<file path="config.mk">
export PLATFORM = sky130hd
export DESIGN_NAME = adpll_pair_top
export DESIGN_NICKNAME = d
export VERILOG_FILES = /design/src/hdl/adpll_pkg.sv /design/src/hdl/phase_accum.sv /design/src/hdl/phase_detector.sv /design/src/hdl/loop_filter.sv /design/src/hdl/adpll_core.sv /design/src/hdl/adpll_regs.sv /design/src/hdl/adpll_pair_top.sv
export SDC_FILE = /design/constraint.sdc
export NUM_CORES = 1
export LEC_CHECK = 0
export ABC_AREA = 0
export BUFFER_PORTS_ARGS = -buffer_cell sky130_fd_sc_hd__buf_2
export CAP_MARGIN = 10
export CORE_UTILIZATION = 45
export DETAILED_ROUTE_END_ITERATION = 10
export PLACE_DENSITY_LB_ADDON = 0.15
export REMOVE_ABC_BUFFERS = 1
export SLEW_MARGIN = 20
export SYNTH_ARGS = -nofsm -noshare
export SYNTH_HDL_FRONTEND = slang
export SYNTH_SLANG_ARGS = --single-unit
</file>
<file path="constraint.sdc">
create_clock -name fpga_clk_i -period 10.2 [get_ports fpga_clk_i]
set_clock_uncertainty 0.2 [all_clocks]
set_input_delay 2.04 -clock fpga_clk_i [delete_from_list [all_inputs] [get_ports fpga_clk_i]]
set_output_delay 2.04 -clock fpga_clk_i [all_outputs]
set_load 0.01 [all_outputs]
</file>
<file path="src/hdl/adpll_pkg.sv">
package adpll_pkg;

    localparam int ACCUM_WIDTH   = 12;
    localparam logic [ACCUM_WIDTH-1:0] BIAS = 12'd154; // free-run increment

    localparam int ERR_WIDTH     = 8;  // error saturates at +-127
    localparam int KP_WIDTH      = 5;
    localparam int KP_FRAC_WIDTH = 4;
    localparam int KI_WIDTH      = 7;
    localparam int KI_FRAC_WIDTH = 6;

    localparam int PROP_WIDTH    = ERR_WIDTH + KP_WIDTH + 1; // err * kp product
    localparam int ISTEP_WIDTH   = ERR_WIDTH + KI_WIDTH + 1; // err * ki product
    localparam int INTEG_WIDTH   = ACCUM_WIDTH + KI_FRAC_WIDTH + 1;
    localparam int SUM_WIDTH     = ACCUM_WIDTH + 4; // headroom for the clamp

    localparam int LOCK_THRESH    = 4;  // |err| window in fabric cycles
    localparam int LOCK_COUNT     = 16;
    localparam int LOCK_CNT_WIDTH = $clog2(LOCK_COUNT + 1);

    localparam int FB_DIV_LOG2   = 3; // feedback divide by 8

    localparam int WB_ADDR_WIDTH = 3;
    localparam int WB_DATA_WIDTH = 16;

    localparam logic [KP_WIDTH-1:0]    RST_KP      = 5'd1;
    localparam logic [KI_WIDTH-1:0]    RST_KI      = 7'd1;
    localparam logic [ACCUM_WIDTH-1:0] RST_REF_INC = 12'd19;

    typedef enum logic [WB_ADDR_WIDTH-1:0] {
        REG_CTRL    = 3'd0,
        REG_KP      = 3'd1,
        REG_KI      = 3'd2,
        REG_REF_INC = 3'd3,
        REG_STATUS  = 3'd4,
        REG_ERROR   = 3'd5
    } reg_addr_e;

    typedef struct packed {
        logic                     cyc;
        logic                     stb;
        logic                     we;
        logic [WB_ADDR_WIDTH-1:0] adr;
        logic [WB_DATA_WIDTH-1:0] dat;
    } wb_req_t;

    typedef struct packed {
        logic                     ack;
        logic [WB_DATA_WIDTH-1:0] dat;
    } wb_rsp_t;

    typedef struct packed {
        logic                   enable;
        logic                   ref_ext;  // 1 selects the external reference pin
        logic [KP_WIDTH-1:0]    kp;
        logic [KI_WIDTH-1:0]    ki;
        logic [ACCUM_WIDTH-1:0] ref_inc;
    } pll_cfg_t;

    typedef struct packed {
        logic                        locked;
        logic signed [ERR_WIDTH-1:0] error;
    } pll_status_t;

endpackage

</file>
<file path="src/hdl/phase_accum.sv">
`timescale 1ns/1ps

module phase_accum #(
    parameter int WIDTH = adpll_pkg::ACCUM_WIDTH
) (
    input  logic             fpga_clk_i,
    input  logic             reset_i,
    input  logic [WIDTH-1:0] k_val_i,
    output logic             clk_o
);

    logic [WIDTH-1:0] accum;

    // wraps freely, so f_out = k_val / 2^WIDTH * f_clk
    always_ff @(posedge fpga_clk_i) begin
        if (reset_i) begin
            accum <= '0;
        end else begin
            accum <= accum + k_val_i;
        end
    end

    assign clk_o = accum[WIDTH-1]; // msb is the square wave

endmodule

</file>
<file path="src/hdl/phase_detector.sv">
`timescale 1ns/1ps

module phase_detector (
    input  logic                                   fpga_clk_i,
    input  logic                                   reset_i,
    input  logic                                   ref_clk_i,
    input  logic                                   fb_clk_i,
    output logic signed [adpll_pkg::ERR_WIDTH-1:0] err_o,
    output logic                                   err_valid_o
);

    typedef enum logic [1:0] {
        IDLE,
        REF_FIRST,
        FB_FIRST
    } pd_state_e;

    pd_state_e state;
    logic [2:0] ref_sync;  // two sync stages plus edge history
    logic [2:0] fb_sync;
    logic       ref_rise;
    logic       fb_rise;
    logic [adpll_pkg::ERR_WIDTH-2:0] cnt; // magnitude, 0..127

    always_ff @(posedge fpga_clk_i) begin
        if (reset_i) begin
            ref_sync <= '0;
            fb_sync  <= '0;
        end else begin
            ref_sync <= {ref_sync[1:0], ref_clk_i};
            fb_sync  <= {fb_sync[1:0], fb_clk_i};
        end
    end

    assign ref_rise = ref_sync[1] & ~ref_sync[2];
    assign fb_rise  = fb_sync[1] & ~fb_sync[2];

    always_ff @(posedge fpga_clk_i) begin
        if (reset_i) begin
            state       <= IDLE;
            cnt         <= '0;
            err_o       <= '0;
            err_valid_o <= 1'b0;
        end else begin
            err_valid_o <= 1'b0;
            if (cnt != '1) begin
                cnt <= cnt + 1'b1; // saturates at 127
            end
            case (state)
                IDLE: begin
                    if (ref_rise && fb_rise) begin
                        err_o       <= '0; // edges coincide
                        err_valid_o <= 1'b1;
                    end else if (ref_rise) begin
                        state <= REF_FIRST;
                        cnt   <= 1;
                    end else if (fb_rise) begin
                        state <= FB_FIRST;
                        cnt   <= 1;
                    end
                end
                REF_FIRST: begin
                    if (fb_rise) begin
                        err_o       <= $signed({1'b0, cnt}); // reference leads so speed up
                        err_valid_o <= 1'b1;
                        state       <= IDLE;
                    end else if (ref_rise) begin
                        cnt <= 1; // restart from the newer unpaired ref edge
                    end
                end
                FB_FIRST: begin
                    if (ref_rise) begin
                        err_o       <= -$signed({1'b0, cnt});
                        err_valid_o <= 1'b1;
                        state       <= IDLE;
                    end else if (fb_rise) begin
                        cnt <= 1;
                    end
                end
                default: state <= IDLE;
            endcase
        end
    end

    // the loop filter takes one error per strobe
    valid_single_pulse: assert property (@(posedge fpga_clk_i) disable iff (reset_i)
        err_valid_o |=> !err_valid_o);

endmodule

</file>
<file path="src/hdl/loop_filter.sv">
`timescale 1ns/1ps

module loop_filter (
    input  logic                                     fpga_clk_i,
    input  logic                                     reset_i,
    input  adpll_pkg::pll_cfg_t                      cfg_i,
    input  logic signed [adpll_pkg::ERR_WIDTH-1:0]   err_i,
    input  logic                                     err_valid_i,
    output logic [adpll_pkg::ACCUM_WIDTH-1:0]        k_val_o,
    output logic                                     locked_o
);

    logic signed [adpll_pkg::PROP_WIDTH-1:0]  prop_full;
    logic signed [adpll_pkg::ISTEP_WIDTH-1:0] integ_step;
    logic signed [adpll_pkg::INTEG_WIDTH:0]   integ_sum;
    logic signed [adpll_pkg::INTEG_WIDTH-1:0] integ_q;  // keeps KI_FRAC_WIDTH fraction bits
    logic signed [adpll_pkg::INTEG_WIDTH-1:0] integ_next;
    logic signed [adpll_pkg::SUM_WIDTH-1:0]   prop_ext;
    logic signed [adpll_pkg::SUM_WIDTH-1:0]   integ_ext;
    logic signed [adpll_pkg::SUM_WIDTH-1:0]   out_sum;
    logic [adpll_pkg::ACCUM_WIDTH-1:0]        k_next;
    logic [adpll_pkg::LOCK_CNT_WIDTH-1:0]     lock_cnt;
    logic                                     in_window;

    assign prop_full  = err_i * $signed({1'b0, cfg_i.kp});
    assign integ_step = err_i * $signed({1'b0, cfg_i.ki});
    assign integ_sum  = (adpll_pkg::INTEG_WIDTH+1)'(integ_q)
                      + (adpll_pkg::INTEG_WIDTH+1)'(integ_step);

    always_comb begin
        // saturate instead of wrapping
        if (integ_sum[adpll_pkg::INTEG_WIDTH] != integ_sum[adpll_pkg::INTEG_WIDTH-1]) begin
            if (integ_sum[adpll_pkg::INTEG_WIDTH]) begin
                integ_next = {1'b1, {(adpll_pkg::INTEG_WIDTH-1){1'b0}}};
            end else begin
                integ_next = {1'b0, {(adpll_pkg::INTEG_WIDTH-1){1'b1}}};
            end
        end else begin
            integ_next = integ_sum[adpll_pkg::INTEG_WIDTH-1:0];
        end
    end

    // drop fraction bits, then widen for the sum
    assign prop_ext  = adpll_pkg::SUM_WIDTH'(
        $signed(prop_full[adpll_pkg::PROP_WIDTH-1:adpll_pkg::KP_FRAC_WIDTH]));
    assign integ_ext = adpll_pkg::SUM_WIDTH'(
        $signed(integ_next[adpll_pkg::INTEG_WIDTH-1:adpll_pkg::KI_FRAC_WIDTH]));
    assign out_sum   = $signed(adpll_pkg::SUM_WIDTH'(adpll_pkg::BIAS)) + prop_ext + integ_ext;

    always_comb begin
        if (out_sum < 1) begin
            k_next = 1; // a zero increment would stop the NCO
        end else if (out_sum > 4095) begin
            k_next = '1;
        end else begin
            k_next = out_sum[adpll_pkg::ACCUM_WIDTH-1:0];
        end
    end

    assign in_window = (err_i <= adpll_pkg::LOCK_THRESH) && (err_i >= -adpll_pkg::LOCK_THRESH);

    always_ff @(posedge fpga_clk_i) begin
        if (reset_i || !cfg_i.enable) begin
            k_val_o  <= adpll_pkg::BIAS;
            integ_q  <= '0;
            lock_cnt <= '0;
            locked_o <= 1'b0;
        end else if (err_valid_i) begin
            k_val_o <= k_next;
            integ_q <= integ_next;
            if (in_window) begin
                if (lock_cnt != adpll_pkg::LOCK_CNT_WIDTH'(adpll_pkg::LOCK_COUNT)) begin
                    lock_cnt <= lock_cnt + 1'b1;
                end
                // lock on the LOCK_COUNT-th good comparison
                locked_o <= lock_cnt >= adpll_pkg::LOCK_CNT_WIDTH'(adpll_pkg::LOCK_COUNT - 1);
            end else begin
                lock_cnt <= '0;
                locked_o <= 1'b0;
            end
        end
    end

    // disabled loop falls back to the free-run frequency
    bias_when_disabled: assert property (@(posedge fpga_clk_i) disable iff (reset_i)
        !cfg_i.enable |=> (k_val_o == adpll_pkg::BIAS));

endmodule

</file>
<file path="src/hdl/adpll_core.sv">
`timescale 1ns/1ps

module adpll_core #(
    parameter int DIV_LOG2 = adpll_pkg::FB_DIV_LOG2
) (
    input  logic                   fpga_clk_i,
    input  logic                   reset_i,
    input  adpll_pkg::pll_cfg_t    cfg_i,
    input  logic                   ref_clk_i,
    output logic                   gen_clk_o,
    output logic                   gen_div8_o,
    output adpll_pkg::pll_status_t status_o
);

    logic signed [adpll_pkg::ERR_WIDTH-1:0] err;
    logic signed [adpll_pkg::ERR_WIDTH-1:0] err_last;
    logic                                   err_valid;
    logic [adpll_pkg::ACCUM_WIDTH-1:0]      k_val;
    logic                                   locked;
    logic                                   gen_prev;
    logic [DIV_LOG2-1:0]                    div_cnt;

    phase_detector u_pd (
        .fpga_clk_i  (fpga_clk_i),
        .reset_i     (reset_i),
        .ref_clk_i   (ref_clk_i),
        .fb_clk_i    (gen_div8_o), // divided feedback
        .err_o       (err),
        .err_valid_o (err_valid)
    );

    loop_filter u_lf (
        .fpga_clk_i  (fpga_clk_i),
        .reset_i     (reset_i),
        .cfg_i       (cfg_i),
        .err_i       (err),
        .err_valid_i (err_valid),
        .k_val_o     (k_val),
        .locked_o    (locked)
    );

    phase_accum #(.WIDTH(adpll_pkg::ACCUM_WIDTH)) u_nco (
        .fpga_clk_i (fpga_clk_i),
        .reset_i    (reset_i),
        .k_val_i    (k_val),
        .clk_o      (gen_clk_o)
    );

    // count gen_clk rising edges in the fabric domain
    always_ff @(posedge fpga_clk_i) begin
        if (reset_i) begin
            gen_prev <= 1'b0;
            div_cnt  <= '0;
            err_last <= '0;
        end else begin
            gen_prev <= gen_clk_o;
            if (gen_clk_o && !gen_prev) begin
                div_cnt <= div_cnt + 1'b1;
            end
            if (err_valid) begin
                err_last <= err; // held for the status register
            end
        end
    end

    assign gen_div8_o      = div_cnt[DIV_LOG2-1];
    assign status_o.locked = locked;
    assign status_o.error  = err_last;

endmodule

</file>
<file path="src/hdl/adpll_regs.sv">
`timescale 1ns/1ps

module adpll_regs (
    input  logic                   fpga_clk_i,
    input  logic                   reset_i,
    input  adpll_pkg::wb_req_t     wb_req_i,
    output adpll_pkg::wb_rsp_t     wb_rsp_o,
    input  adpll_pkg::pll_status_t status_a_i,
    input  adpll_pkg::pll_status_t status_b_i,
    output adpll_pkg::pll_cfg_t    cfg_o
);

    adpll_pkg::reg_addr_e              addr;
    logic                              req;
    logic                              armed; // cleared by ack and set again once stb drops
    logic [adpll_pkg::WB_DATA_WIDTH-1:0] rd_data;

    assign addr = adpll_pkg::reg_addr_e'(wb_req_i.adr);
    assign req  = wb_req_i.cyc && wb_req_i.stb && armed;

    always_comb begin
        case (addr)
            adpll_pkg::REG_CTRL:    rd_data = {14'd0, cfg_o.ref_ext, cfg_o.enable};
            adpll_pkg::REG_KP:      rd_data = {11'd0, cfg_o.kp};
            adpll_pkg::REG_KI:      rd_data = {9'd0, cfg_o.ki};
            adpll_pkg::REG_REF_INC: rd_data = {4'd0, cfg_o.ref_inc};
            adpll_pkg::REG_STATUS:  rd_data = {14'd0, status_b_i.locked, status_a_i.locked};
            adpll_pkg::REG_ERROR:   rd_data = {{8{status_a_i.error[7]}}, status_a_i.error};
            default:                rd_data = '0; // unmapped reads zero
        endcase
    end

    always_ff @(posedge fpga_clk_i) begin
        if (reset_i) begin
            wb_rsp_o.ack  <= 1'b0;
            armed         <= 1'b1;
            cfg_o.enable  <= 1'b0;
            cfg_o.ref_ext <= 1'b0;
            cfg_o.kp      <= adpll_pkg::RST_KP;
            cfg_o.ki      <= adpll_pkg::RST_KI;
            cfg_o.ref_inc <= adpll_pkg::RST_REF_INC;
        end else begin
            wb_rsp_o.ack <= req;
            if (req) begin
                armed <= 1'b0;
            end else if (!wb_req_i.stb) begin
                armed <= 1'b1;
            end
            if (req && wb_req_i.we) begin
                case (addr)
                    adpll_pkg::REG_CTRL: begin
                        cfg_o.enable  <= wb_req_i.dat[0];
                        cfg_o.ref_ext <= wb_req_i.dat[1];
                    end
                    adpll_pkg::REG_KP:      cfg_o.kp      <= wb_req_i.dat[4:0];
                    adpll_pkg::REG_KI:      cfg_o.ki      <= wb_req_i.dat[6:0];
                    adpll_pkg::REG_REF_INC: cfg_o.ref_inc <= wb_req_i.dat[11:0];
                    default: ; // status, error and holes are read only
                endcase
            end
        end
    end

    // read data lines up with ack
    always_ff @(posedge fpga_clk_i) begin
        wb_rsp_o.dat <= rd_data;
    end

    // ack answers a request seen on the previous edge
    ack_follows_request: assert property (@(posedge fpga_clk_i) disable iff (reset_i)
        wb_rsp_o.ack |-> $past(wb_req_i.cyc && wb_req_i.stb));

endmodule

</file>
<file path="src/hdl/adpll_pair_top.sv">
`timescale 1ns/1ps

module adpll_pair_top (
    input  logic               fpga_clk_i,
    input  logic               reset_i,
    input  logic               ext_ref_i,
    input  adpll_pkg::wb_req_t wb_req_i,
    output adpll_pkg::wb_rsp_t wb_rsp_o,
    output logic               gen_ref_o,
    output logic               pll_a_clk_o,
    output logic               pll_b_clk_o
);

    adpll_pkg::pll_cfg_t    cfg;
    adpll_pkg::pll_status_t status_a;
    adpll_pkg::pll_status_t status_b;
    logic                   ref_sel;
    logic                   a_div8; // reference for the second loop

    adpll_regs u_regs (
        .fpga_clk_i (fpga_clk_i),
        .reset_i    (reset_i),
        .wb_req_i   (wb_req_i),
        .wb_rsp_o   (wb_rsp_o),
        .status_a_i (status_a),
        .status_b_i (status_b),
        .cfg_o      (cfg)
    );

    phase_accum #(.WIDTH(adpll_pkg::ACCUM_WIDTH)) u_ref_nco (
        .fpga_clk_i (fpga_clk_i),
        .reset_i    (reset_i),
        .k_val_i    (cfg.ref_inc),
        .clk_o      (gen_ref_o)
    );

    assign ref_sel = cfg.ref_ext ? ext_ref_i : gen_ref_o;

    adpll_core u_pll_a (
        .fpga_clk_i (fpga_clk_i),
        .reset_i    (reset_i),
        .cfg_i      (cfg),
        .ref_clk_i  (ref_sel),
        .gen_clk_o  (pll_a_clk_o),
        .gen_div8_o (a_div8),
        .status_o   (status_a)
    );

    adpll_core u_pll_b (
        .fpga_clk_i (fpga_clk_i),
        .reset_i    (reset_i),
        .cfg_i      (cfg),
        .ref_clk_i  (a_div8),
        .gen_clk_o  (pll_b_clk_o),
        .gen_div8_o (),
        .status_o   (status_b)
    );

endmodule

</file>
### Word-level counts from Yosys, hierarchy flattened

Cells that the tools add are included.

* register bits after elaboration: 218
* input bits: 25

* add/subtract/negate cells: 17
* $mul: 4
* order comparisons: 10
* eq/ne operators: 28
* muxes and demuxes: 62
* bitwise operators: 8
* reduce and logical (&&, ||, !) cells: 28

Operators by type and width (number)
* 2-to-1 mux 7 bit: 14
* one-hot mux 16 bit (6 select lines): 1
* 2-to-1 mux 19 bit: 4
* 2-to-1 mux 12 bit: 4
* 2-to-1 mux 8 bit: 6
* one-hot mux 8 bit (3 select lines): 2
* one-hot mux 7 bit (3 select lines): 2
* adder 19 x 16 -> 20 bit: 2
* adder 12 bit: 3
* multiplier 8 x 8 -> 16 bit: 2
* adder 11 x 13 -> 14 bit: 2
* > comparator 14 x 13 -> 1 bit, second input constant: 2
* < comparator 14 x 2 -> 1 bit, second input constant: 2
* multiplier 8 x 6 -> 14 bit: 2
* adder 9 x 10 -> 11 bit, first input constant: 2
* 2-to-1 mux 2 bit: 10
* 2-to-1 mux 5 bit: 4
* greater-or-equal comparator 8 x 3 -> 1 bit, second input constant: 2
* <= comparator 8 x 4 -> 1 bit, second input constant: 2
* != test 2 bit, second input constant: 8
* negation 7 -> 8 bit: 2
* AND reduction 4 bit: 4
* adder 7 x 1 -> 7 bit, second input constant: 2
* != test 7 bit, second input constant: 2
* other kinds (24): 71

### Depth between registers and ports, before layout

* depth in word-level cells: 8
* mapped depth: 35

### Cells and area by module

From an unflattened synthesis, not the netlist that was laid out.

* cells, all modules: 2501
* area total of the unflattened synthesis: 22236.3 µm²

By module, submodules not included
* loop_filter (u_pll_b.u_lf): times used 1, cells an instance 860, area each 7372.1 µm²
* loop_filter (u_pll_a.u_lf): times used 1, cells an instance 848, area each 7253.2 µm²
* phase_accum: times used 3, cells an instance 83, area each 787.0 µm²
* adpll_regs: times used 1, cells an instance 178, area each 1785.5 µm²
* phase_detector (u_pll_a.u_pd): times used 1, cells an instance 146, area each 1308.8 µm²
* phase_detector (u_pll_b.u_pd): times used 1, cells an instance 137, area each 1242.4 µm²
* adpll_core: times used 2, cells an instance 41, area each 449.2 µm²
* adpll_pair_top: times used 1, cells an instance 1, area each 15.0 µm²

### Worst setup path before layout

OpenSTA, ideal clock, no wires.

* path kind: flip-flop to flip-flop
* from: reg u_pll_b.u_pd.err_o[7] (netlist name)
* to: reg u_pll_b.u_lf.k_val_o[1] (netlist name)
* library setup time: 0.137 ns
* arrival time: 7.823 ns
* setup slack: 2.040 ns
* stages on the path, launching flop included: 30
* buffers on the path: 3
* path through: dfxtp_1 clkbuf_1 clkbuf_1 and2_1 fa_1 fa_1 fa_1 inv_1 fa_1 inv_1 ha_1 nand3_1 or3_1 o31ai_1 xnor2_1 and2_1 clkbuf_1 o21ai_0 ha_1 inv_1 ha_1 fa_1 a21oi_1 o2111ai_1 a2111oi_2 nor3_1 inv_1 o2bb2ai_1 a221oi_1 o22ai_1

* word-level cells in the longest chain between the ends: 8
* elaborated cells on any way between the ends: 12
* classes of those cells: add/sub (3); mul (2); order compare (2); eq/ne (1); mux (4)

Ends and longest elaborated chain
* start: declaration: line phase_detector.sv:8 `output logic signed [adpll_pkg::ERR_WIDTH-1:0] err_o,`
* start signal: assignment: line phase_detector.sv:64 `err_o <= $signed({1'b0, cnt});`
* start signal: assignment: line phase_detector.sv:73 `err_o <= -$signed({1'b0, cnt});`
* multiplier 8 x 8 -> 16 bit: line loop_filter.sv:26 `assign integ_step = err_i * $signed({1'b0, cfg_i.ki});`
* adder 19 x 16 -> 20 bit: line loop_filter.sv:28 `+ (adpll_pkg::INTEG_WIDTH+1)'(integ_step);`
* 2-to-1 mux 19 bit or != test 1 bit (tied branches): line loop_filter.sv:33, loop_filter.sv:32
* 2-to-1 mux 19 bit: line loop_filter.sv:32 `if (integ_sum[adpll_pkg::INTEG_WIDTH] != integ_sum[adpll_pkg::INTEG_WIDTH-1]) begin`
* adder 11 x 13 -> 14 bit *: line loop_filter.sv:48 `assign out_sum = $signed(adpll_pkg::SUM_WIDTH'(adpll_pkg::BIAS)) + prop_ext + integ_ext;`
* > comparator 14 x 13 -> 1 bit: line loop_filter.sv:53 `end else if (out_sum > 4095) begin`
* 2-to-1 mux 12 bit: line loop_filter.sv:53
* 2-to-1 mux 12 bit *: line loop_filter.sv:51 `if (out_sum < 1) begin`
* end signal: assignment: line loop_filter.sv:64 `k_val_o <= adpll_pkg::BIAS;`
* end signal: assignment: line loop_filter.sv:69 `k_val_o <= k_next;`
* end: declaration: line loop_filter.sv:9 `output logic [adpll_pkg::ACCUM_WIDTH-1:0] k_val_o,`

Every way passes the cells marked *; elsewhere a longest branch is shown, timed or not.
A chain may end at the register's enable or synchronous reset.

### Final worst setup path

* from: reg u_regs.cfg_o[13] (netlist name)
* to: reg u_pll_a.u_lf.k_val_o[9] (netlist name)

* word-level cells in the longest chain between the ends: 8
* elaborated cells on any way between the ends: 10
* classes of those cells: add/sub (2); mul (1); order compare (2); eq/ne (1); mux (4)

Ends and longest elaborated chain
* start: declaration: line adpll_regs.sv:10 `output adpll_pkg::pll_cfg_t cfg_o`
* multiplier 8 x 8 -> 16 bit *: line loop_filter.sv:26
* adder 19 x 16 -> 20 bit *: line loop_filter.sv:28
* 2-to-1 mux 19 bit or != test 1 bit (tied branches): line loop_filter.sv:33, loop_filter.sv:32
* 2-to-1 mux 19 bit *: line loop_filter.sv:32
* adder 11 x 13 -> 14 bit *: line loop_filter.sv:48
* > comparator 14 x 13 -> 1 bit: line loop_filter.sv:53
* 2-to-1 mux 12 bit: line loop_filter.sv:53
* 2-to-1 mux 12 bit *: line loop_filter.sv:51
* end signal: assignment: line loop_filter.sv:64
* end signal: assignment: line loop_filter.sv:69
* end: declaration: line loop_filter.sv:9

Marks and branches as above.

==> key figures <==
Detailed routing
  • DRC errors left: 0
  • Number of iterations in the first detailed-routing pass: 5
  • Routed vias: 16110
  • Final ANT Viol Nets: 0
  • Vias per std cell: 5.251
  • Average wire per standard cell: about 15 um
  • Initial DRC Count: 777
  • WL final: 47470 um

Synth
  • EDFF count, synth: 0
  • Mapped cell area: 20980 sq um
  • Post-synth ARST share: 0
  • Synth area leader: dfxtp_1
  • Most frequent cell after synthesis: inv_1
  • Synth Register Bits: roughly 210
  • Sequential area share after synthesis: 0.2023
  • Top_reg_cell synth: dfxtp_1
  • Post-synth top area share: 0.2023
  • Avg Cell Area, Syn: 8.531 sq um
  • Distinct cell type count after synthesis: 83
  • Ranking of synthesized cells by area: dfxtp_1 20%, fa_1 19%, ha_1 14%
  • Yosys warnings: 0
  • Synth top cells by count: 351 x inv_1, 235 x ha_1, 212 x dfxtp_1
  • Gate Count Post-Synth: roughly 2500

CTS
  • CTS H-tree depth: 1
  • Clk slew on worst S/H paths: 0.06 ns
  • Clock sink count: 212
  • CTS tree: done
  • Clock Root Buffer: clkbuf_16
  • Cts hold-fix bufs: 0
  • Setup Buffers After CTS: 0
  • Worst skew pair latency: 0.57 ns
  • TritonCTS Buffers: 26
  • Clock buffer depth: 3
  • Post_cts resized: 0

Placement
  • DPL Wire Length: 37180 um
  • Placer congestion estimate: 0.8644
  • IO Port Bufs: 40

Setup path
  • Crit-path max cell delay: 0.75 ns
  • Crit-path most repeated cell: fa_1
  • R2R cell count: 29
  • Critical path arrival: 9.52 ns
  • Critical path class: reg -> reg
  • CP required: 10.49 ns
  • Slowest cell on crit path: dfxtp_1
  • Critical Path Sink Type: register
  • Critical path peak fanout: 17
  • Worst Setup Start Kind: register

STA
  • Max-slew headroom: 0.4494
  • Final hold vios: 0
  • Post-route clock period utilization: 0.9045
  • Max Clock Freq: around 110 MHz
  • Max-slew violation total from the final report: 0
  • Final setup TNS: 0 ns
  • Setup Viol. Count Final: 0
  • Worst slew pin tran: 0.8247 ns
  • Post-route minimum period: 9.226 ns
  • RSZ-0062 raised after global routing: false

GRT
  • First-pass GRT wire length: around 81000 um
  • Initial antenna violation count: 0
  • Total congestion overflow: 0
  • Vias in the first global route: 16261
  • Overall routing resource usage: 0.2068
  • Pin count of the biggest net entering global routing: between 60 and 70

Worst hold path
  • Hold WC Path Type: reg -> reg
  • Cells on Worst Hold Path: 1

Layout
  • Final #Nets: 2916
  • Fillers: 4407
  • Ant. Diodes: 0
  • Layout area overhead: 7.527%
  • Layout cell share with drive strength beyond 1: 0.05794

Floorplanning
  • Cell Rows: 78
  • Top Ports: 45
  • Die X: 217.9 um
  • Initial Util: 0.4593
  • DIE HEIGHT: 217.9 um
  • Die area: 47490 sq um
  • Core box area: 45670 sq um

Job
  • Maximum Capacitance Violations: 0

Power
  • Total power: 0.001884 W
  • VDD IR max: approximately 0.12 mV
  • PD cells: 83.52 nW/um^2
  • Pleak: ~11 nW

Status
  • Outcome: complete, no violations
critical path, delay by kind of cell, from the launching register on:
kind | cells | cell delay (ns)
mux | 1 | 0.17
fa+ha+maj | 9 | 3.53
buf+inv | 6 | 0.83
flops | 1 | 0.75
compound gates | 9 | 2.24
xor+xnor | 1 | 0.45
simple gates | 3 | 0.94
path summary, 6_finish.rpt:
check | endpoint | from | slack (ns)
worst max register to register | u_pll_a.u_lf.k_val_o[9] | u_regs.cfg_o[13] | 0.97
worst min-delay path | u_pll_a.u_pd.ref_sync[1] | u_pll_a.u_pd.ref_sync[0] | 0.23
worst max-delay path | u_pll_a.u_lf.k_val_o[9] | u_regs.cfg_o[13] | 0.97
worst min register to register | u_pll_a.u_pd.ref_sync[1] | u_pll_a.u_pd.ref_sync[0] | 0.23
where the power goes:
part / switching [W] / internal, W
clock: 0.000371 / 0.000544
sequential: 0.0000109 / 0.000846
combinational: 0.0000641 / 0.0000475
logic make-up (layout without fill, tap and decap cells):
group,Yosys count,after routing,synth area share
and+or+nand+nor,730,730,0.1685
AOI/OAI and AO/OA,456,456,0.1362
adders and majority gates,449,449,0.3398
buffers and inverters,446,455,0.08069
DFF,212,212,0.2023
xor gates and xnor gates,132,132,0.05582
muxes,34,34,0.01658
area by class of cell:
class,count,area [sq um],share of cell area
multi-input combinational,1801,15060,0.6675
sequential,212,4244,0.1881
inverter,352,1321,0.05857
tap,600,750.7,0.03328
clock buffer,34,720.7,0.03195
timing repair buffer,59,345.3,0.01531
clock inverter,10,118.9,0.005269
state kept, by name (all words and copies together) (netlist names), 7 cells and up:
name / cells
u_pll_a.err_last: 8
u_pll_b.u_lf.integ_q: 19
u_pll_b.u_nco.accum: 12
u_pll_b.u_lf.k_val_o: 12
u_pll_a.u_lf.integ_q: 19
u_pll_b.u_pd.cnt: 7
u_ref_nco.accum: 12
u_regs.cfg_o: 26
u_pll_a.u_pd.cnt: 7
u_pll_a.u_pd.err_o: 8
u_pll_a.u_lf.k_val_o: 12
u_pll_a.u_nco.accum: 12
u_regs.wb_rsp_o: 14
u_pll_b.u_pd.err_o: 8
cell usage in the layout (no fill, tap or decap), drive strengths merged, types with 34 or more instances in the layout:
master / Yosys / final
inv: 352 / 352
ha: 235 / 235
dfxtp: 212 / 212
fa: 204 / 204
nand2: 200 / 200
nor2: 197 / 197
o21ai: 132 / 132
and2: 131 / 131
a21oi: 126 / 126
xnor2: 86 / 86
buf: 17 / 59
xor2: 46 / 46
nor2b: 42 / 42
nor3: 39 / 39
clkbuf: 77 / 34
layer usage:
metal / part of all wire / track usage
met2: 0.46 / 0.3397
met4: 0.020 / 0.04895
met1: 0.49 / 0.2922
met3: 0.032 / 0.01911
met5: 0 / 0
through the flow:
stage	worst slack (ns)	hold slack, ns	instances	area, sq um	util
final	0.9737	0.2349	3068	22560	0.4939
after global routing	0.3940	0.2732	3068	22560	0.4939
after CTS	0.9525	0.2373	3068	22550	0.4936
after detailed placement	0.9934	0.2234	3024	21710	0.4752
after global placement	1.086	0.2237	3024	21710	0.4752
after floorplan	2.011	0.2138	2365	20610	-
Power figures use the tool's default switching activity.
